File: config.mk
export PLATFORM = sky130hd
export DESIGN_NAME = reorder_buffer
export DESIGN_NICKNAME = d
export VERILOG_FILES = /design/src/logic/ooo_pkg.sv /design/src/logic/reorder_buffer.sv
export SDC_FILE = /design/constraint.sdc
export NUM_CORES = 1
export LEC_CHECK = 0
export ABC_AREA = 1
export BUFFER_PORTS_ARGS = -buffer_cell sky130_fd_sc_hd__clkbuf_2
export CAP_MARGIN = 20
export CELL_PAD_IN_SITES_DETAIL_PLACEMENT = 0
export CELL_PAD_IN_SITES_GLOBAL_PLACEMENT = 2
export CORE_MARGIN = 1.5
export CORE_UTILIZATION = 38
export CTS_BUF_LIST = sky130_fd_sc_hd__clkbuf_4 sky130_fd_sc_hd__clkbuf_8
export DETAILED_ROUTE_END_ITERATION = 6
export PLACE_DENSITY = 0.89
export SLEW_MARGIN = 0
export SYNTH_ARGS = -nofsm -noshare
export SYNTH_HDL_FRONTEND = slang
export SYNTH_SLANG_ARGS = --single-unit
File: constraint.sdc
create_clock -name i_clk_100mhz -period 3.3 [get_ports i_clk_100mhz]
set_clock_uncertainty 0.2 [all_clocks]
set_input_delay 0.165 -clock i_clk_100mhz [delete_from_list [all_inputs] [get_ports i_clk_100mhz]]
set_output_delay 0.165 -clock i_clk_100mhz [all_outputs]
set_load 0.03 [all_outputs]
File: src/logic/ooo_pkg.sv
package ooo_pkg;

  localparam int XLEN        = 32;
  localparam int NUM_REGS    = 32;
  localparam int ROB_DEPTH   = 8;  // power of two, rob pointers wrap on their own
  localparam int RS_DEPTH    = 4;
  localparam int MUL_LATENCY = 3;  // at least 2

  // data value
  typedef logic [XLEN-1:0] word_t;

  // architectural register index
  typedef logic [$clog2(NUM_REGS)-1:0] reg_ix_t;

  // rob index, doubles as the rename tag
  typedef logic [$clog2(ROB_DEPTH)-1:0] rob_ix_t;

  // integer ops, MUL is steered to the multiplier
  typedef enum logic [3:0] {
    OP_ADD = 4'd0,
    OP_SUB = 4'd1,
    OP_AND = 4'd2,
    OP_OR  = 4'd3,
    OP_XOR = 4'd4,
    OP_SLT = 4'd5,  // signed compare
    OP_SLL = 4'd6,
    OP_MUL = 4'd7
  } alu_op_t;

endpackage
File: src/logic/reorder_buffer.sv
`timescale 1ns/1ns

module reorder_buffer import ooo_pkg::*; (
  input  logic    i_clk_100mhz,
  input  logic    i_sys_rst,
  input  logic    i_alloc,
  input  reg_ix_t i_alloc_rd,
  input  logic    i_cdb_valid,
  input  rob_ix_t i_cdb_tag,
  input  word_t   i_cdb_value,
  input  rob_ix_t i_look_tag1,
  input  rob_ix_t i_look_tag2,
  output logic    o_look_done1,
  output logic    o_look_done2,
  output word_t   o_look_value1,
  output word_t   o_look_value2,
  output rob_ix_t o_alloc_tag,
  output logic    o_full,
  output logic    o_commit,
  output reg_ix_t o_commit_rd,
  output rob_ix_t o_commit_tag,
  output word_t   o_commit_value
);
  reg_ix_t                     ent_rd    [ROB_DEPTH];
  word_t                       ent_value [ROB_DEPTH];
  logic [ROB_DEPTH-1:0]        ent_done;
  rob_ix_t                     head;
  rob_ix_t                     tail;
  logic [$clog2(ROB_DEPTH):0]  count;
  logic                        bus_hit1;
  logic                        bus_hit2;

  assign o_full      = (count == ROB_DEPTH);
  assign o_alloc_tag = tail;

  // retire the head once its result has landed
  assign o_commit       = (count != '0) && ent_done[head];
  assign o_commit_rd    = ent_rd[head];
  assign o_commit_tag   = head;
  assign o_commit_value = ent_value[head];

  // operand forward, bus value counts in the same cycle
  assign bus_hit1      = i_cdb_valid && (i_cdb_tag == i_look_tag1);
  assign bus_hit2      = i_cdb_valid && (i_cdb_tag == i_look_tag2);
  assign o_look_done1  = ent_done[i_look_tag1] || bus_hit1;
  assign o_look_done2  = ent_done[i_look_tag2] || bus_hit2;
  assign o_look_value1 = bus_hit1 ? i_cdb_value : ent_value[i_look_tag1];
  assign o_look_value2 = bus_hit2 ? i_cdb_value : ent_value[i_look_tag2];

  always_ff @(posedge i_clk_100mhz) begin
    if (i_sys_rst) begin
      head     <= '0;
      tail     <= '0;
      count    <= '0;
      ent_done <= '0;
    end else begin
      if (i_alloc) begin
        ent_done[tail] <= 1'b0;
        tail           <= tail + 1'b1;
      end
      if (i_cdb_valid) begin
        ent_done[i_cdb_tag] <= 1'b1; // complete
      end
      if (o_commit) begin
        head <= head + 1'b1;
      end
      case ({i_alloc, o_commit})
        2'b10:   count <= count + 1'b1;
        2'b01:   count <= count - 1'b1;
        default: count <= count;
      endcase
    end
  end

  always_ff @(posedge i_clk_100mhz) begin
    if (i_alloc) begin
      ent_rd[tail] <= i_alloc_rd;
    end
    if (i_cdb_valid) begin
      ent_value[i_cdb_tag] <= i_cdb_value;
    end
  end

endmodule

==> impl_metrics.yaml <==
outcome:
  status: "finished, violations left"
  violations: "DRC"
critical_path:
  path_class: "reg -> out"
  critPathLaunchType: "flip-flop"
  cp_max_fo: 22
  regToRegSetupSlack_ps: 780
  critPathSlowestCell: "dfxtp_4"
  r2r_start: "o_commit_tag[0]"
  endpoint_kind: "output port"
  r2r_end: "count[2]"
  cp.arrival_ps: 2630
  cpPeakStageDelay_ps: 410
  worstPathCellList: "inv_2 -> buf_4 -> nor2_1 -> o21ai_0 -> a21oi_1 -> a31oi_1 -> clkbuf_2"
  required_ps: 2930
  rr_worst_depth: 16
route:
  vias_per_cell: 5.552
  routed_wl_um: 60640
  drt_first_iter_violations: 1438
  wl_per_cell_um: 20.85
  drc_errors: 4
  antenna_left: 0
  dr.pass1.iters: 7
  dr_total_vias: 16150
grt:
  grt_pass1_wl_um: 91690
  grt_usage: 0.2504
  gr-total-overflow: 0
  grt_antenna_before_repair: 2
  grt_pass1_vias: 15570
  grt_max_degree: 185
clock_tree:
  cts_buffers: 55
  postCtsSetupBuffers: 0
  clock_latency_ps: 660
  holdBufCountCts: 43
  clockBufferDepth: 3
  cts_sinks: 317
  cts_tree: "built"
  clk_pin_slew_ps: 60
  cts_htree_levels: 2
  post_cts_resized: 0
  cts-root-buf: "clkbuf_8"
layout:
  ff_latch_area_mm2: 0.009318
  drive_gt1_frac: 0.1347
  nFillCells: 4581
  area_delta_synth_final_pct: 15.36
  antenna_cells: 0
  fin_nets: 2316
  multiInputGateArea_mm2: 0.007147
floorplan:
  die_h_um: 220.2
  row_count: 79
  dieArea_mm2: 0.04847
  core_area_mm2: 0.04656
  io_pins: 161
  die_w_um: 220.2
  start_util: 0.3849
run:
  max_cap_violations: 0
synthesis:
  synth_common_cells: "nand2_1, o21ai_0, edfxtp_1"
  synth_edf_count: 296
  syn-num-nets: 2184
  async_reset_ff_frac: 0
  ys_types: 32
  synthCells: 2129
  yosysSeqAreaShare: 0.5194
  synth.top_cell.area_share: 0.4960
  ys.flop_type: "edfxtp_1"
  ys.warnings.count: 0
  synth_area_mm2: 0.01792
  syn_avg_cell_area_um2: 8.418
  ys_ff_latch: 317
  synth.most_common_cell: "nand2_1"
  yosys.area.top_type: "edfxtp_1"
  synth_area_leaders: "edfxtp_1, o21ai_0, nand2_1"
sta:
  slew_viol_final: 0
  max_freq_ghz: 0.3334
  finalHoldViolCount: 0
  fin_ws_ps: 300.6
  setup-violations-final: 0
  rsz0062_at_grt: "no"
  fin_tns_setup_ps: 0
  tightest_slew_ps: 1126
  finalCriticalPeriod_ps: 2999
  fin_crit_sh: 0.9089
  relSlewSlack: 0.2497
worst_hold_path:
  min_from: "i_cdb_tag[0]"
  min_to: "ent_value[5][3]"
  hold_class: "in -> reg"
  whs_path_depth: 3
power:
  power.leakage_nw: 7.976
  irDropWorstVdd_uv: 492.6
  power.density_mw_per_mm2: 530.6
place:
  place_ws_ps: 714.4
  routabilityCongestion: 0.8279
  port-buffer-count: 160
  dp_hpwl_um: 34970
metal layers:
| layer | global-route usage | vias to the layer above | part of all wire |
|---|---|---|---|
| met5 | 0 | - | 0.00038 |
| met4 | 0.08186 | 4 | 0.026 |
| met3 | 0.05361 | 122 | 0.079 |
| met2 | 0.4077 | 623 | 0.46 |
| met1 | 0.3322 | 7648 | 0.43 |
| li1 | - | 7755 | - |
registers in the layout, indices dropped and copies added, names as in the netlist, named ones only:
name          count
count             4
ent_done          8
o_commit_tag      3
ent_value       256
o_alloc_tag       3
ent_rd           40
cell type report:
type	instances	area share
tap	607	0.03674
clock inverter	25	0.009623
inverter	170	0.03093
clock buffer	73	0.04315
timing repair buffer	244	0.08316
sequential	317	0.4507
multi-input combinational	1473	0.3457
metrics by stage:
stage	power, mW	util	hold WS, ps	std cells	area (um2)
detailed placement	7.337	0.4114	246.1	2768	19150
global route	11.51	0.4441	50.17	2909	20670
finish	10.97	0.4441	60.00	2909	20670
CTS	11.05	0.4441	23.65	2909	20670
global placement	7.322	0.4114	247.4	2768	19150
floorplan	6.513	-	63.87	2129	17920
worst max-delay path, delay by kind of cell (launching register included):
kind,cells,cell delay (ps)
buffers and inverters,3,970
AOI/OAI and AO/OA,3,520
DFF,1,410
and+or+nand+nor,1,60
cells by family (layout without fill, tap and decap cells):
| kind of cell | after synthesis | after routing | synth area share |
|---|---|---|---|
| AO/OA/AOI/OAI | 709 | 709 | 0.2166 |
| XOR/XNOR | 2 | 2 | 0.0009776 |
| adder cells (fa/ha/maj) | 5 | 5 | 0.003491 |
| buffers and inverters | 339 | 512 | 0.08511 |
| flip-flops | 317 | 317 | 0.5194 |
| AND/OR/NAND/NOR | 757 | 757 | 0.1744 |
report_power, final:
| group | switching [mW] | leakage (nW) | internal, mW |
|---|---|---|---|
| combinational | 1.90 | 4.53 | 0.744 |
| clock | 1.68 | 0.582 | 1.99 |
| sequential | 0.107 | 2.86 | 4.55 |
layout by cell type, fill, tap and decap left out:
cell type      instances
a31oi_1                7
xnor2_1                1
clkbuf_8              55
nand4_1                2
a21oi_2                1
o21ai_0              320
dfxtp_4                2
bufinv_16              3
clkinv_2               8
clkbuf_2             156
nand3b_1               2
o211ai_1             127
buf_4                 30
nor4_1                 1
inv_6                  2
dfxtp_2                1
a21oi_1              217
inv_1                162
nor2_1               119
nor2_4                 8
dlygate4sd3_1         43
buf_6                  2
inv_8                  1
or2_2                  1
inv_2                  7
o22ai_1                2
o21ai_1               35
ha_1                   5
edfxtp_1             296
clkbuf_4              18
buf_12                13
dfxtp_1               18
xor2_1                 1
nand2_1              413
nand2_2                2
clkinv_1              12
nand3_1              209
worst max-delay path by stage:
stage / startpoint / endpoint / slack (ps)
6_report: flip-flop / o_commit_rd[0] / 300
5_1_grt: flip-flop / o_commit_rd[0] / 40
4_1_cts: flip-flop / o_commit_rd[4] / 240
3_5_place_dp: i_look_tag2[2] / o_look_value2[4] / 710
3_3_place_gp: i_look_tag2[2] / o_look_value2[2] / 730
2_1_floorplan: o_commit_tag[0] / count[2] / 640
(Power assumes the default switching activity.)
