## src/logic/ooo_pkg.sv

```systemverilog
package ooo_pkg;

  localparam int XLEN        = 32;
  localparam int NUM_REGS    = 32;
  localparam int ROB_DEPTH   = 8;  // power of two, rob pointers wrap on their own
  localparam int RS_DEPTH    = 4;
  localparam int MUL_LATENCY = 3;  // at least 2

  // data value
  typedef logic [XLEN-1:0] word_t;

  // architectural register index
  typedef logic [$clog2(NUM_REGS)-1:0] reg_ix_t;

  // rob index, doubles as the rename tag
  typedef logic [$clog2(ROB_DEPTH)-1:0] rob_ix_t;

  // integer ops, MUL is steered to the multiplier
  typedef enum logic [3:0] {
    OP_ADD = 4'd0,
    OP_SUB = 4'd1,
    OP_AND = 4'd2,
    OP_OR  = 4'd3,
    OP_XOR = 4'd4,
    OP_SLT = 4'd5,  // signed compare
    OP_SLL = 4'd6,
    OP_MUL = 4'd7
  } alu_op_t;

endpackage
```

## src/logic/register_file.sv

```systemverilog
`timescale 1ns/1ns

module register_file import ooo_pkg::*; (
  input  logic    i_clk_100mhz,
  input  logic    i_sys_rst,
  input  reg_ix_t i_rs1,
  input  reg_ix_t i_rs2,
  input  logic    i_rename,
  input  reg_ix_t i_rd,
  input  rob_ix_t i_rename_tag,
  input  logic    i_commit,
  input  reg_ix_t i_commit_rd,
  input  rob_ix_t i_commit_tag,
  input  word_t   i_commit_value,
  output word_t   o_val1,
  output word_t   o_val2,
  output logic    o_busy1,
  output logic    o_busy2,
  output rob_ix_t o_tag1,
  output rob_ix_t o_tag2
);
  word_t               regs [NUM_REGS];
  logic [NUM_REGS-1:0] busy;           // a rob entry will write this register
  rob_ix_t             tags [NUM_REGS]; // youngest pending writer

  always_ff @(posedge i_clk_100mhz) begin
    if (i_sys_rst) begin
      busy <= '0;
      for (int i = 0; i < NUM_REGS; i++) begin
        regs[i] <= '0;
      end
    end else begin
      if (i_commit && i_commit_rd != '0) begin
        regs[i_commit_rd] <= i_commit_value;
        if (tags[i_commit_rd] == i_commit_tag) begin
          busy[i_commit_rd] <= 1'b0; // no younger writer in flight
        end
      end
      // a same-cycle rename overrides the clear above
      if (i_rename && i_rd != '0) begin
        busy[i_rd] <= 1'b1;
        tags[i_rd] <= i_rename_tag;
      end
    end
  end

  // x0 is never written, so it keeps its reset zero
  assign o_val1  = regs[i_rs1];
  assign o_val2  = regs[i_rs2];
  assign o_busy1 = busy[i_rs1];
  assign o_busy2 = busy[i_rs2];
  assign o_tag1  = tags[i_rs1];
  assign o_tag2  = tags[i_rs2];

endmodule

```

## config.mk

```make
export PLATFORM = sky130hd
export DESIGN_NAME = register_file
export DESIGN_NICKNAME = d
export VERILOG_FILES = /design/src/logic/ooo_pkg.sv /design/src/logic/register_file.sv
export SDC_FILE = /design/constraint.sdc
export NUM_CORES = 2
export LEC_CHECK = 0
export BUFFER_PORTS_ARGS = -buffer_cell sky130_fd_sc_hd__buf_2
export CAP_MARGIN = 20
export CORE_MARGIN = 2
export CORE_UTILIZATION = 65
export CTS_CLUSTER_SIZE = 14
export DETAILED_ROUTE_END_ITERATION = 6
export PLACE_DENSITY = 0.83
export SETUP_SLACK_MARGIN = 0.02
export SYNTH_ARGS = -nofsm -noshare
export SYNTH_HDL_FRONTEND = slang
export SYNTH_SLANG_ARGS = --single-unit
```

## constraint.sdc

```tcl
create_clock -name i_clk_100mhz -period 12.3 [get_ports i_clk_100mhz]
set_clock_uncertainty 0.1 [all_clocks]
set_input_delay 1.23 -clock i_clk_100mhz [delete_from_list [all_inputs] [get_ports i_clk_100mhz]]
set_output_delay 1.23 -clock i_clk_100mhz [all_outputs]
set_load 0.005 [all_outputs]
```

==> impl_metrics.xml <==
<?xml version="1.0" encoding="UTF-8"?>
<metrics>
  <group name="synth">
    <metric name="synth.top_cells.by_count" unit="">sky130_fd_sc_hd__edfxtp_1, sky130_fd_sc_hd__and2_1, sky130_fd_sc_hd__mux4_2, sky130_fd_sc_hd__clkbuf_1, sky130_fd_sc_hd__mux2_2</metric>
    <metric name="synth_top_family_by_area" unit="">multiplexers</metric>
    <metric name="synth_top_area_share" unit="%">54.7</metric>
    <metric name="synth_top_area_cell" unit="">sky130_fd_sc_hd__edfxtp_1</metric>
    <metric name="synthArstFlopShare" unit="%">0</metric>
    <metric name="yosys.area_share.simple" unit="%">11.6</metric>
    <metric name="most_area_consuming_cells_after_synthesis" unit="">sky130_fd_sc_hd__edfxtp_1, sky130_fd_sc_hd__mux4_2, sky130_fd_sc_hd__and2_1</metric>
    <metric name="yosys_warnings" unit="">0</metric>
    <metric name="area_share_of_fa_ha_maj_cells_after_synthesis" unit="%">0</metric>
    <metric name="multiplexer_share_of_the_synthesized_area" unit="%">28.5</metric>
    <metric name="ys_types" unit="">46</metric>
    <metric name="yosys.cell_count.top_type" unit="">sky130_fd_sc_hd__edfxtp_1</metric>
    <metric name="synthXorXnorAreaFrac" unit="%">0</metric>
    <metric name="complex_gate_fraction_of_the_synthesized_area" unit="%">1.43</metric>
    <metric name="mappedNetlistArea" unit="um^2">61400</metric>
    <metric name="synth_sequential_area_ratio" unit="%">55.8</metric>
    <metric name="synth_enable_flop_cells" unit="">1120</metric>
    <metric name="syn-instance-count" unit="">3686</metric>
    <metric name="ys_dominant_reg_cell" unit="">sky130_fd_sc_hd__edfxtp_1</metric>
    <metric name="synth_area_per_cell" unit="um^2">16.7</metric>
    <metric name="synth-seq-cells" unit="">1152</metric>
  </group>
  <group name="clocking">
    <metric name="cts_inserted_buffers" unit="">116</metric>
    <metric name="postCtsHoldBufs" unit="">0</metric>
    <metric name="clock_path_buffers" unit="">3</metric>
    <metric name="root_buffer" unit="">sky130_fd_sc_hd__clkbuf_16</metric>
    <metric name="cts_max_level" unit="">3</metric>
    <metric name="cts.reportedPaths.clkPinSlew" unit="ns">0.06</metric>
    <metric name="worstSkewPairLatency" unit="ns">0.71</metric>
    <metric name="clock_tree_from_tritoncts" unit="">built</metric>
    <metric name="cts.sink_count" unit="">1152</metric>
    <metric name="post_cts_sizing_count" unit="">0</metric>
    <metric name="post_cts.repair.setup_buffers" unit="">0</metric>
  </group>
  <group name="timing">
    <metric name="min_period_over_period" unit="%">52.5</metric>
    <metric name="report.final.setup_viol" unit="">0</metric>
    <metric name="fmax" unit="GHz">0.155</metric>
    <metric name="drv_slew" unit="">0</metric>
    <metric name="actual_slew_at_the_worst_max_slew_pin" unit="ns">1.21</metric>
    <metric name="timing.hold.ws" unit="ns">0.397</metric>
    <metric name="rsz0062_at_grt" unit="">no</metric>
    <metric name="max_transition_margin" unit="%">19.2</metric>
    <metric name="final.setup.tns" unit="ns">0</metric>
    <metric name="timing_hold_violations_final" unit="">0</metric>
    <metric name="postLayoutSetupSlackWorst" unit="ns">5.85</metric>
    <metric name="final_period_minus_worst_setup_slack" unit="ns">6.45</metric>
  </group>
  <group name="floorplanning">
    <metric name="fp.dieW" unit="um">311</metric>
    <metric name="start_util" unit="%">65.7</metric>
    <metric name="fp.coreArea" unit="um^2">93500</metric>
    <metric name="io-pin-count" unit="">134</metric>
    <metric name="floorplan.rows" unit="">112</metric>
    <metric name="die_height" unit="um">311</metric>
    <metric name="die_area" unit="um^2">97000</metric>
  </group>
  <group name="place">
    <metric name="hpwl_reported_at_the_end_of_detailed_placement" unit="um">103000</metric>
    <metric name="pre_cts_ws" unit="ns">5.95</metric>
    <metric name="port_buffers" unit="">133</metric>
    <metric name="gp_congestion" unit="">0.913</metric>
    <metric name="dpl_cell_area" unit="um^2">63500</metric>
  </group>
  <group name="critical_path">
    <metric name="critical-path-top-delay-family" unit="">buffers and inverters</metric>
    <metric name="master_of_the_slowest_instance_on_the_critical_path" unit="">sky130_fd_sc_hd__buf_4</metric>
    <metric name="critPathArrivalTime" unit="ns">5.12</metric>
    <metric name="critical_path.n_buffers_inverters" unit="">4</metric>
    <metric name="crit_path_cell_trace" unit="">buf_8 -&gt; buf_12 -&gt; buf_4 -&gt; mux4_2 -&gt; mux4_2 -&gt; mux2_2 -&gt; buf_2</metric>
    <metric name="setup.worst_path.class" unit="">input pin to output pin</metric>
    <metric name="endpoint_kind" unit="">output pin</metric>
    <metric name="path_max_fanout" unit="">143</metric>
    <metric name="worst_ep_required_time" unit="ns">10.97</metric>
    <metric name="worst_setup_path_start_kind" unit="">input pin</metric>
    <metric name="max_stage_delay" unit="ns">0.94</metric>
    <metric name="critical_path_s_most_frequent_cell" unit="">sky130_fd_sc_hd__mux4_2</metric>
  </group>
  <group name="pwr">
    <metric name="irDropWorstVdd" unit="mV">0.136</metric>
    <metric name="static-leakage-power" unit="nW">22.5</metric>
    <metric name="power-per-cell-area" unit="nW/um^2">137</metric>
  </group>
  <group name="detailed_routing">
    <metric name="number_of_nets_still_failing_antenna_checks_after_routing" unit="">0</metric>
    <metric name="pre_antenna_drt_iters" unit="">7</metric>
    <metric name="detail_route.drc_violations" unit="">0</metric>
    <metric name="route.detailed.wl_per_inst" unit="um">38.3</metric>
    <metric name="vias" unit="">38898</metric>
    <metric name="drt_iter0_markers" unit="">6422</metric>
    <metric name="post_drt_via_cell_ratio" unit="">7.75</metric>
    <metric name="detail_route.wirelength" unit="um">192000</metric>
  </group>
  <group name="global_route">
    <metric name="grt_pass1_wl" unit="um">275000</metric>
    <metric name="tot_gr_track_use" unit="%">40.1</metric>
    <metric name="first_global_vias" unit="">39696</metric>
    <metric name="antenna_found_initial" unit="">12</metric>
    <metric name="overflow" unit="">0</metric>
    <metric name="grt_start_max_net_pins" unit="">144</metric>
  </group>
  <group name="final_layout">
    <metric name="final.fill_count" unit="">5469</metric>
    <metric name="synthToLayoutAreaGrowth" unit="%">9.43</metric>
    <metric name="layout.core_utilization" unit="%">71.9</metric>
    <metric name="drive_above_1_share" unit="%">33.4</metric>
    <metric name="design.final.nets" unit="">3726</metric>
    <metric name="final_area" unit="um^2">67200</metric>
  </group>
  <group name="worst_hold_path">
    <metric name="worst_hold_path_type" unit="">register to register</metric>
  </group>
  <group name="run_status">
    <metric name="run_status" unit="">finished clean</metric>
  </group>
  <group name="flow_run">
    <metric name="cap_viol_max_count" unit="">0</metric>
  </group>
</metrics>
[worst paths after layout]
kind	startpoint	end	slack [ns]	cells past startpoint
setup / recovery	i_rs2[1]	o_val2[10]	5.85	7
hold / removal	busy[0]$_SDFF_PP0_	busy[0]$_SDFF_PP0_	0.40	1
setup reg to reg	tags[11][0]$_DFFE_PP_	busy[12]$_SDFF_PP0_	9.15	6
hold reg to reg	busy[0]$_SDFF_PP0_	busy[0]$_SDFF_PP0_	0.40	1
[flip-flops by register name, summed over array words and instances, names as in the netlist]
| name | count |
|---|---|
| busy | 32 |
| tags | 96 |
| regs | 1024 |
[where the power goes]
| group | total, W | switching [W] | internal (W) | leakage, nW |
|---|---|---|---|---|
| combinational | 0.00113 | 0.000609 | 0.000520 | 9.83 |
| sequential | 0.00462 | 0.000114 | 0.00451 | 10.9 |
| clock | 0.00348 | 0.00153 | 0.00195 | 1.78 |
| total | 0.00924 | 0.00225 | 0.00698 | 22.5 |
[cell usage in the layout (no fill, tap or decap), types with 15 or more instances in the layout]
cell type,n
sky130_fd_sc_hd__nor2_1,28
sky130_fd_sc_hd__a21oi_1,35
sky130_fd_sc_hd__dfxtp_1,32
sky130_fd_sc_hd__buf_2,125
sky130_fd_sc_hd__clkbuf_1,21
sky130_fd_sc_hd__and2_1,993
sky130_fd_sc_hd__o21ai_4,30
sky130_fd_sc_hd__mux2i_1,48
sky130_fd_sc_hd__nand2_1,26
sky130_fd_sc_hd__nor2_4,29
sky130_fd_sc_hd__mux2_2,72
sky130_fd_sc_hd__conb_1,35
sky130_fd_sc_hd__nor3_1,18
sky130_fd_sc_hd__edfxtp_1,1120
sky130_fd_sc_hd__clkbuf_16,119
sky130_fd_sc_hd__a31oi_1,15
sky130_fd_sc_hd__mux4_2,720
sky130_fd_sc_hd__o22ai_1,24
sky130_fd_sc_hd__clkinv_2,17
sky130_fd_sc_hd__buf_4,84
sky130_fd_sc_hd__clkinv_1,29
[metrics by stage]
stage,cells,power (W)
floorplan,3720,0.00539
global placement,4798,0.00573
detailed placement,4798,0.00579
CTS,5008,0.00920
global route,5012,0.00941
finish,5019,0.00924
[cell type report]
cell class                 instances  area (um^2)  share of cell area (%)
antenna                            9         22.5                  0.0335
clock buffer                     141         3070                    4.57
clock inverter                    69          599                   0.891
inverter                          10         38.8                  0.0577
multi-input combinational       2164        26200                    39.0
sequential                      1152        34300                    51.0
tap                             1254         1570                    2.33
timing repair buffer             220         1450                    2.16
[cell families (layout without fill, tap and decap cells)]
kind of cell | after synthesis | in the layout
and+or+nand+nor | 1161 | 1161
DFF | 1152 | 1152
muxes | 840 | 840
buffers and inverters | 404 | 440
AOI/OAI and AO/OA | 128 | 128
other | 1 | 44
[layer usage]
metal	wire, um	GRT usage (%)
met3	30400	13.1
met1	59500	51.3
met5	58	0
met2	89200	61.0
met4	12800	23.0
No activity file was read; power rests on OpenSTA's default activity.
