--- src/logic/ooo_pkg.sv ---
package ooo_pkg;

  localparam int XLEN        = 32;
  localparam int NUM_REGS    = 32;
  localparam int ROB_DEPTH   = 8;  // power of two, rob pointers wrap on their own
  localparam int RS_DEPTH    = 4;
  localparam int MUL_LATENCY = 3;  // at least 2

  // data value
  typedef logic [XLEN-1:0] word_t;

  // architectural register index
  typedef logic [$clog2(NUM_REGS)-1:0] reg_ix_t;

  // rob index, doubles as the rename tag
  typedef logic [$clog2(ROB_DEPTH)-1:0] rob_ix_t;

  // integer ops, MUL is steered to the multiplier
  typedef enum logic [3:0] {
    OP_ADD = 4'd0,
    OP_SUB = 4'd1,
    OP_AND = 4'd2,
    OP_OR  = 4'd3,
    OP_XOR = 4'd4,
    OP_SLT = 4'd5,  // signed compare
    OP_SLL = 4'd6,
    OP_MUL = 4'd7
  } alu_op_t;

endpackage
--- src/logic/multiplier_unit.sv ---
`timescale 1ns/1ns

module multiplier_unit import ooo_pkg::*; (
  input  logic    i_clk_100mhz,
  input  logic    i_sys_rst,
  input  logic    i_start,
  input  word_t   i_a,
  input  word_t   i_b,
  input  rob_ix_t i_rob_ix,
  input  logic    i_grant,
  output logic    o_ready,
  output logic    o_valid,
  output word_t   o_result,
  output rob_ix_t o_rob_ix
);
  logic                           busy;
  logic [$clog2(MUL_LATENCY)-1:0] cnt;  // busy cycles so far
  logic                           last;
  word_t                          a_q;
  word_t                          b_q;

  assign last    = busy && (cnt == MUL_LATENCY - 2);
  assign o_ready = !busy && (!o_valid || i_grant);

  always_ff @(posedge i_clk_100mhz) begin
    if (i_sys_rst) begin
      busy    <= 1'b0;
      cnt     <= '0;
      o_valid <= 1'b0;
    end else begin
      if (i_grant) o_valid <= 1'b0;
      if (i_start) begin
        busy <= 1'b1;
        cnt  <= '0;
      end else if (last) begin
        busy    <= 1'b0;
        o_valid <= 1'b1; // held until granted
      end else if (busy) begin
        cnt <= cnt + 1'b1;
      end
    end
  end

  always_ff @(posedge i_clk_100mhz) begin
    if (i_start) begin
      a_q      <= i_a;
      b_q      <= i_b;
      o_rob_ix <= i_rob_ix;
    end
    if (last) begin
      o_result <= a_q * b_q; // low XLEN bits of the product
    end
  end

endmodule

--- config.mk ---
export PLATFORM = sky130hd
export DESIGN_NAME = multiplier_unit
export DESIGN_NICKNAME = d
export VERILOG_FILES = /design/src/logic/ooo_pkg.sv /design/src/logic/multiplier_unit.sv
export SDC_FILE = /design/constraint.sdc
export NUM_CORES = 1
export LEC_CHECK = 0
export ABC_CLOCK_PERIOD_IN_PS = 16230
export BUFFER_PORTS_ARGS = -buffer_cell sky130_fd_sc_hd__buf_2
export CAP_MARGIN = 30
export CORE_MARGIN = 2
export CORE_UTILIZATION = 50
export DETAILED_ROUTE_END_ITERATION = 10
export PLACE_DENSITY = 0.68
export SLEW_MARGIN = 20
export SYNTH_ARGS = -nofsm -noshare
export SYNTH_HDL_FRONTEND = slang
export SYNTH_SLANG_ARGS = --single-unit
export TNS_END_PERCENT = 10
--- constraint.sdc ---
create_clock -name i_clk_100mhz -period 16.23 [get_ports i_clk_100mhz]
set_clock_uncertainty 0.15 [all_clocks]
set_input_delay 3.246 -clock i_clk_100mhz [delete_from_list [all_inputs] [get_ports i_clk_100mhz]]
set_output_delay 3.246 -clock i_clk_100mhz [all_outputs]
set_load 0.05 [all_outputs]
==> flow_metrics.env, run 1 <==
export IMPL_drc_errors=0
export IMPL_synth_edf_count=99
export IMPL_fp_dieW_microns=197.9
export IMPL_period_needed_ps=7726
export IMPL_start_util_pct=50.40
export IMPL_synth_area_leaders="fa_1 43%, edfxtp_1 16%, and2_1 8.5%"
export IMPL_h_tree_depth=3
export IMPL_final_antenna_net_count=0
export IMPL_startpoint="b_q[5]"
export IMPL_clkSinkCount=103
export IMPL_synth_most_common_cell="fa_1"
export IMPL_ys_ff_latch=103
export IMPL_cts_made_buffers=9
export IMPL_hold_start="o_valid"
export IMPL_reg2reg_from="b_q[5]"
export IMPL_synthCells=1876
export IMPL_hp_class="flip-flop to flip-flop"
export IMPL_drt_total_wl_mm=44.44
export IMPL_die_y_microns=197.9
export IMPL_grt_max_degree=66
export IMPL_drv_slew=0
export IMPL_synthToLayoutAreaGrowth_pct=6.394
export IMPL_timing_rr_end="o_result[31]"
export IMPL_critPathLaunchType="flip-flop"
export IMPL_final_hold_violation_count=0
export IMPL_multi_input_area_sq_um=13930
export IMPL_clk_latency_ps=410
export IMPL_overflow=0
export IMPL_clkSlewWorstSetupHoldPaths_ps=80
export IMPL_antenna_found_initial=0
export IMPL_synth_common_cells="408 x fa_1, 397 x inv_1, 294 x nand2_1"
export IMPL_grt_total_usage_pct=24.66
export IMPL_rows=71
export IMPL_cp_endpoint="o_result[31]"
export IMPL_async_flop_share_pct=0
export IMPL_drv_cap=0
export IMPL_wl_met2_mm=21.58
export IMPL_cts_tree="yes"
export IMPL_routed_via_density=5.211
export IMPL_routed_top_layer="met4"
export IMPL_met1Wirelength_mm=19.19
export IMPL_core_sq_um=37310
export IMPL_port_buffer_count=107
export IMPL_nFillCells=3359
export IMPL_first_iter_violations=744
export IMPL_grt_pass1_vias=13690
export IMPL_maxClockFrequency_mhz=129.4
export IMPL_period_share_pct=47.61
export IMPL_wl_met3_mm=2.456
export IMPL_synth_area_sq_um=18810
export IMPL_routedWlPerCell_microns=18.54
export IMPL_dpl_hpwl_mm=34.83
export IMPL_synth_cell_type_count=47
export IMPL_cts_root_buf="clkbuf_16"
export IMPL_max_slew_worst_pin_slew_ps=987.2
export IMPL_grt_pass1_wl_mm=73.00
export IMPL_regArea_sq_um=3053
export IMPL_drtPass1Iterations=6
export IMPL_relSlewSlack_pct=34.18
export IMPL_synth_top_area_share_pct=43.43
export IMPL_worstPathMaxFanout=27
export IMPL_reg2reg_depth=21
export IMPL_arrival_ps=7720
export IMPL_synth_top_flop_cell="edfxtp_1"
export IMPL_holdWs_ps=359.1
export IMPL_cp_required_ps=16230
export IMPL_cts_resized_gates=0
export IMPL_layout_drive_gt1_share_pct=7.488
export IMPL_diodes=0
export IMPL_vias=12490
export IMPL_ys_warnings_count=0
export IMPL_clockBufferDepth=2
export IMPL_rsz0062_at_grt="false"
export IMPL_synth_fp_nets=2479
export IMPL_path_class="flip-flop to flip-flop"
export IMPL_layout_nets=2521
export IMPL_setup_viol=0
export IMPL_postCtsHoldBufs=0
export IMPL_gp_congestion=0.8663
export IMPL_status="complete, no violations"
export IMPL_dieArea_sq_um=39180
export IMPL_syn_avg_cell_area_sq_um=10.02
export IMPL_cp_end_kind="flip-flop"
export IMPL_ys_seq_area_share_pct=16.23
export IMPL_cts_setup_buffers=0
export IMPL_fin_tns_setup_ps=0
export IMPL_synth_top_area_cell="fa_1"
export IMPL_ios=108
export IMPL_r2r_slack_ps=8500
-- layout make-up --
| type | count | area share [%] |
|---|---|---|
| clock buffers | 9 | 1.126 |
| well taps | 474 | 2.964 |
| clock inverters | 7 | 0.4252 |
| flip-flops and latches | 103 | 15.26 |
| repair buffers | 119 | 3.177 |
| inverters | 397 | 7.448 |
| multi-input cells | 1288 | 69.60 |
-- per-layer routing --
metal	track usage [%]	vias to the layer above
met2	40.47	360
met5	0	-
met3	3.611	64
met4	8.939	0
li1	-	5599
met1	33.57	6467
-- registers in the layout, summed over array words and instances, names as in the netlist --
register,cells
a_q,32
b_q,32
o_result,32
o_rob_ix,3
cnt,2
busy,1
o_valid,1
-- logic make-up after synthesis --
family | count (synthesis) | share of synthesized area [%]
compound gates | 74 | 2.661
mux | 2 | 0.1065
fa+ha+maj | 532 | 51.68
simple gates | 597 | 15.73
buf+inv | 485 | 9.721
xor+xnor | 83 | 3.866
flops | 103 | 16.23
-- per-stage QoR --
stage          cells  util (%)  worst slack, ps  instance area [sq um]
3_5_place_dp    2381     52.79             8456                  19700
6_report        2397     53.63             8504                  20010
4_1_cts         2397     53.63             8491                  20010
3_3_place_gp    2380     52.75             8659                  19680
5_1_grt         2397     53.63             8199                  20010
2_1_floorplan   1876         -             8767                  18810
-- layout by cell type, fill, tap and decap left out, types with 2 or more instances in the layout --
cell type  count
fa_1         408
inv_1        397
nand2_1      294
and2_1       255
ha_1         124
buf_2        106
edfxtp_1      99
xnor2_1       61
a21oi_1       25
xor2_1        22
nor2_1        18
buf_4         12
o21ai_0        9
clkbuf_16      9
a21o_1         7
nand2b_1       5
nor3_1         4
o211ai_1       4
nand4_1        4
a31oi_1        4
o21a_1         4
dfxtp_1        4
and3_1         3
o21bai_1       3
nor3b_1        3
nor2b_1        3
nand3_1        2
a21boi_2       2
o21ai_1        2
mux2i_1        2
a2111oi_0      2
or3_1          2
inv_6          2
clkinv_8       2
-- worst max-delay path, cell delays in order (launching register included) --
cell	delay (ps)
edfxtp_1	950
nand2_1	190
fa_1	540
fa_1	510
inv_1	50
fa_1	500
inv_1	50
fa_1	460
fa_1	510
fa_1	540
inv_1	50
fa_1	490
fa_1	420
ha_1	410
and4_4	240
and2_4	160
a221o_1	320
a31o_4	240
o2bb2ai_2	210
a21boi_2	210
o21ai_1	110
xnor2_1	140
-- how the worst min path moves through the flow --
stage | to | slack, ps | cells past startpoint
2_1_floorplan | cnt[1] | 320 | 2
3_3_place_gp | o_valid | 320 | 2
3_5_place_dp | o_valid | 350 | 2
4_1_cts | o_valid | 370 | 2
5_1_grt | o_valid | 410 | 2
6_report | o_valid | 360 | 2
Power of run 1 is not shown: default switching activity piles up to over one toggle a cycle in this logic, so the estimate is an artifact.
==> run 2: changes to the inputs <==
Settings changed: ABC_CLOCK_PERIOD_IN_PS 16230 to 6700, PLACE_DENSITY 0.68 to 0.71.
Clock period 16.23 ns to 6.7 ns, I/O delays scaled along.
==> run 2 against run 1 <==
Net effect:
- the flow now finishes with violations (negative setup slack)
- critical path depth is the same
- clock-buffer cell count stayed put
- hold slack got worse by 17 ps
- sequential share of layout area decreased by 1.4 points
- register-to-register slack lost 8600 ps
==> flow_metrics.env, run 2 (same netlist as run 1, synthesis figures left out) <==
export IMPL_routedWlPerCell_microns=18.59
export IMPL_cts_made_buffers=9
export IMPL_relSlewSlack_pct=39.56
export IMPL_overflow=0
export IMPL_hold_start="o_valid"
export IMPL_cp_num_buf_inv=3
export IMPL_grt_total_usage_pct=26.31
export IMPL_crit_chain="buf_6 -> and2_4 -> fa_1 -> inv_1 -> fa_2 -> fa_2 -> fa_2 -> fa_1 -> fa_1 -> inv_1 -> fa_1 -> fa_1 -> ha_4 -> and4_4 -> and2_4 -> a221o_1 -> a31o_4 -> a21boi_2 -> o21ai_2 -> mux2i_1 -> o211ai_1"
export IMPL_port_buffer_count=107
export IMPL_cp_end_kind="flip-flop"
export IMPL_gp_congestion=0.8969
export IMPL_setup_viol=6
export IMPL_cts_tree="yes"
export IMPL_grt_pass1_wl_mm=77.50
export IMPL_dp_cells=2544
export IMPL_maxClockFrequency_mhz=146.5
export IMPL_ios=108
export IMPL_dpl_hpwl_mm=40.33
export IMPL_fin_tns_setup_ps=-479.9
export IMPL_worst_slack_ps=-127.2
export IMPL_cp_slowest_stage_delay_ps=540
export IMPL_drv_slew=0
export IMPL_max_slew_worst_pin_slew_ps=906.5
export IMPL_drt_total_wl_mm=48.14
export IMPL_drv_cap=0
export IMPL_crit_family="adder cells"
export IMPL_final_cell_mix="398 x fa_1, 396 x inv_1, 293 x nand2_1"
export IMPL_cp_required_ps=6700
export IMPL_layout_nets=2713
export IMPL_final_hold_violation_count=0
export IMPL_dieArea_sq_um=39180
export IMPL_clkSlewWorstSetupHoldPaths_ps=90
export IMPL_failed_checks="negative setup slack"
export IMPL_die_y_microns=197.9
export IMPL_reg2reg_from="b_q[3]"
export IMPL_fin_util_pct=59.13
export IMPL_hp_class="flip-flop to flip-flop"
export IMPL_rows=71
export IMPL_critPathLaunchType="flip-flop"
export IMPL_drc_errors=0
export IMPL_slowest_stage="fa_2"
export IMPL_clkSinkCount=103
export IMPL_nFillCells=3124
export IMPL_final_antenna_net_count=0
export IMPL_vias=13360
export IMPL_worstPathMaxFanout=4
export IMPL_first_iter_violations=670
export IMPL_core_sq_um=37310
export IMPL_layout_drive_gt1_share_pct=18.16
export IMPL_antenna_found_initial=1
export IMPL_clk_latency_ps=400
export IMPL_final_common_cell="fa_1"
export IMPL_period_needed_ps=6827
export IMPL_startpoint="b_q[3]"
export IMPL_start_util_pct=50.40
export IMPL_status="finished, violations left"
export IMPL_postCtsHoldBufs=0
export IMPL_cp_common_cell="fa_1"
export IMPL_grt_pass1_vias=14600
export IMPL_h_tree_depth=3
export IMPL_rsz0062_at_grt="true"
export IMPL_fp_dieW_microns=197.9
export IMPL_final_cells=2590
export IMPL_grt_max_degree=72
export IMPL_synthToLayoutAreaGrowth_pct=17.31
export IMPL_clockBufferDepth=2
export IMPL_path_class="flip-flop to flip-flop"
export IMPL_top_regs="a_q: 32 flops, b_q: 32 flops, o_result: 32 flops"
export IMPL_cts_root_buf="clkbuf_16"
export IMPL_period_share_pct=101.9
export IMPL_drtPass1Iterations=5
export IMPL_routed_via_density=5.159
export IMPL_arrival_ps=6820
## run 2: cell count changes in the layout (fill, tap and decap cells not counted), moves of 3 or more
cell,delta
buf_4,+161
buf_12,+18
buf_6,+13
ha_1,-11
ha_4,+11
fa_1,-10
fa_2,+10
a21oi_1,-6
a21oi_2,+6
and2_1,-5
and2_4,+5
o21ai_0,-5
a31oi_1,-4
o21ai_1,+3
## run 2: repair_timing
item / 4_1_cts / 5_1_grt
resized for setup: 48 / 18
pin swaps: 48 / 21
endpoints found under the hold margin: 0 / 0
endpoints found under the setup margin: 14 / 19
buffers inserted: 22 / 8
## run 2: worst paths after layout
kind | endpoint | slack, ps | cells past startpoint
hold / removal | o_valid | 340 | 2
setup reg to reg | o_result[25] | -130 | 21
hold reg to reg | o_valid | 340 | 2
setup / recovery | o_result[25] | -130 | 21
## run 2: tightest hold or removal path, delay by kind of cell, from the launching register on
kind | cells | cell delay [ps]
AOI/OAI and AO/OA | 1 | 60
and+or+nand+nor | 1 | 80
DFF | 1 | 320
## run 2: per-stage QoR
step	hold slack (ps)	worst slack [ps]	area [sq um]
floorplan	324.1	-42.87	18910
global placement	315.2	-182.9	21140
detailed placement	325.5	-252.5	21140
CTS	341.7	-112.5	21900
global route	405.4	-337.8	22060
finish	341.6	-127.2	22060
## run 2: cell type report
class | count | area [sq um] | share of cell area (%)
multi-input cells | 1288 | 14240 | 64.55
clock buffers | 9 | 225.2 | 1.021
inverters | 397 | 1490 | 6.755
diodes | 1 | 2.502 | 0.01134
well taps | 474 | 593.1 | 2.688
repair buffers | 311 | 2364 | 10.71
flip-flops and latches | 103 | 3053 | 13.84
clock inverters | 7 | 93.84 | 0.4254
## run 2: layer usage
| metal | GRT usage, % | vias up | wire length (microns) |
|---|---|---|---|
| met5 | 0 | - | 0 |
| li1 | - | 5988 | - |
| met3 | 3.866 | 75 | 3222 |
| met4 | 9.830 | 0 | 1509 |
| met2 | 43.54 | 434 | 23260 |
| met1 | 35.39 | 6864 | 20140 |
Power of run 2 is left out for the same reason.
==> run 3: changes to the inputs <==
Settings changed: CORE_UTILIZATION 50 to 40, GPL_TIMING_DRIVEN from default to 0, PLACE_DENSITY 0.71 to 0.59, REMOVE_ABC_BUFFERS from default to 1.
==> run 3 against run 2 <==
Net effect:
- the run still ends with negative setup slack left
- routed wire length rose by 10%
- die area grew 24%
- hold slack improved by 10 ps
- critical path type unchanged
- global-route usage is 3.7 points lower
- cell area rose by 0.70%
- critical endpoint is now o_result[31]
==> flow_metrics.env, run 3 (same netlist as run 1, synthesis figures left out) <==
export IMPL_slowest_stage="fa_1"
export IMPL_fp_dieW_microns=220.8
export IMPL_crit_chain="buf_6 -> nand2_1 -> fa_1 -> fa_1 -> inv_1 -> fa_1 -> inv_2 -> fa_1 -> fa_1 -> fa_1 -> inv_1 -> fa_1 -> fa_1 -> ha_4 -> buf_4 -> a21oi_2 -> o21ai_1 -> a221o_1 -> a31o_4 -> o2bb2ai_2 -> a21boi_2 -> o21ai_2 -> xnor2_2"
export IMPL_dpl_hpwl_mm=38.42
export IMPL_failed_checks="negative setup slack"
export IMPL_nFillCells=4344
export IMPL_final_hold_violation_count=0
export IMPL_dp_cells=2528
export IMPL_grt_max_degree=44
export IMPL_rows=79
export IMPL_start_util_pct=40.48
export IMPL_cp_depth=23
export IMPL_top_regs="a_q: 32 flops, b_q: 32 flops, o_result: 32 flops"
export IMPL_period_share_pct=104.0
export IMPL_rsz0062_at_grt="true"
export IMPL_critPathLaunchType="flip-flop"
export IMPL_cp_num_buf_inv=5
export IMPL_reg2reg_from="a_q[13]"
export IMPL_cp_slowest_stage_delay_ps=540
export IMPL_routedWlPerCell_microns=19.93
export IMPL_final_cell_mix="395 x inv_1, 394 x fa_1, 292 x nand2_1"
export IMPL_r2r_slack_ps=-270
export IMPL_worstPathMaxFanout=4
export IMPL_port_buffer_count=107
export IMPL_ios=108
export IMPL_cp_common_cell="fa_1"
export IMPL_clkSlewWorstSetupHoldPaths_ps=80
export IMPL_grt_pass1_vias=14760
export IMPL_cts_root_buf="clkbuf_16"
export IMPL_period_needed_ps=6966
export IMPL_clkSinkCount=103
export IMPL_cp_required_ps=6700
export IMPL_regArea_sq_um=3053
export IMPL_drt_total_wl_mm=53.19
export IMPL_gp_congestion=0.8283
export IMPL_final_antenna_net_count=0
export IMPL_multi_input_area_sq_um=14350
export IMPL_max_slew_worst_pin_slew_ps=799.4
export IMPL_synthToLayoutAreaGrowth_pct=18.13
export IMPL_hp_class="flip-flop to flip-flop"
export IMPL_relSlewSlack_pct=46.70
export IMPL_vias=13430
export IMPL_die_y_microns=220.8
export IMPL_drtPass1Iterations=5
export IMPL_worst_slack_ps=-266.4
export IMPL_clk_latency_ps=410
export IMPL_arrival_ps=6960
export IMPL_reg2reg_depth=23
export IMPL_maxClockFrequency_mhz=143.5
export IMPL_path_class="flip-flop to flip-flop"
export IMPL_postCtsHoldBufs=0
export IMPL_h_tree_depth=3
export IMPL_drv_cap=0
export IMPL_drv_slew=0
export IMPL_antenna_found_initial=4
export IMPL_startpoint="a_q[13]"
export IMPL_final_common_cell="inv_1"
export IMPL_cp_end_kind="flip-flop"
export IMPL_cts_tree="yes"
export IMPL_dieArea_sq_um=48760
export IMPL_final_cells=2668
export IMPL_cp_endpoint="o_result[31]"
export IMPL_layout_drive_gt1_share_pct=16.66
export IMPL_drc_errors=0
export IMPL_clockBufferDepth=2
export IMPL_first_iter_violations=781
export IMPL_grt_total_usage_pct=22.63
export IMPL_cts_made_buffers=9
export IMPL_routed_via_density=5.032
export IMPL_layout_nets=2657
export IMPL_setup_viol=9
export IMPL_crit_family="adder cells"
export IMPL_timing_rr_end="o_result[31]"
export IMPL_overflow=0
export IMPL_grt_pass1_wl_mm=83.17
export IMPL_status="finished, violations left"
export IMPL_core_sq_um=46460
run 3: area by class of cell:
cell class,count,share of cell area [%]
repair buffers,255,10.12
well taps,607,3.419
diodes,2,0.02253
clock inverters,7,0.3999
multi-input cells,1288,64.57
clock buffers,9,1.014
flip-flops and latches,103,13.74
inverters,397,6.708
run 3: timing repair:
item,in CTS,in global routing
setup buffers,106,15
pin swaps,19,52
resized for setup,35,62
gates cloned,0,1
setup endpoints to repair,20,18
run 3: layer usage:
layer  vias to the layer above  part of all wire, %  track usage (%)  wire (microns)
met5                         -                    0                0               0
met3                       111                  7.3            5.909            3877
met4                         0                  4.1            9.244            2180
li1                       5881                    -                -               -
met2                       422                   48            36.82           25620
met1                      7011                   40            28.76           21510
run 3: worst min path at each step:
stage	end	startpoint	slack (ps)	cells past startpoint
6_report	o_valid	o_valid	350	2
5_1_grt	o_valid	o_valid	390	2
4_1_cts	o_valid	o_valid	350	2
3_5_place_dp	o_valid	o_valid	340	2
3_3_place_gp	o_valid	o_valid	320	2
2_1_floorplan	cnt[1]	cnt[1]	320	2
run 3: worst min-delay path, delay by kind of cell, from the launching register on:
family / cells / cell delay [ps]
DFF: 1 / 330
and+or+nand+nor: 1 / 80
AOI/OAI and AO/OA: 1 / 60
run 3: metrics by stage:
stage	hold WS (ps)	area, sq um	util [%]	TNS (ps)	setup WS (ps)
global route	391.4	22210	47.81	-3923	-454.7
floorplan	324.1	18470	-	-1086	-302.1
finish	351.6	22220	47.82	-1409	-266.4
CTS	352.5	21710	46.72	-2945	-399.3
global placement	322.7	19760	42.54	-14340	-1277
detailed placement	337.4	20330	43.76	-12520	-1265
Power of run 3 is left out for the same reason.
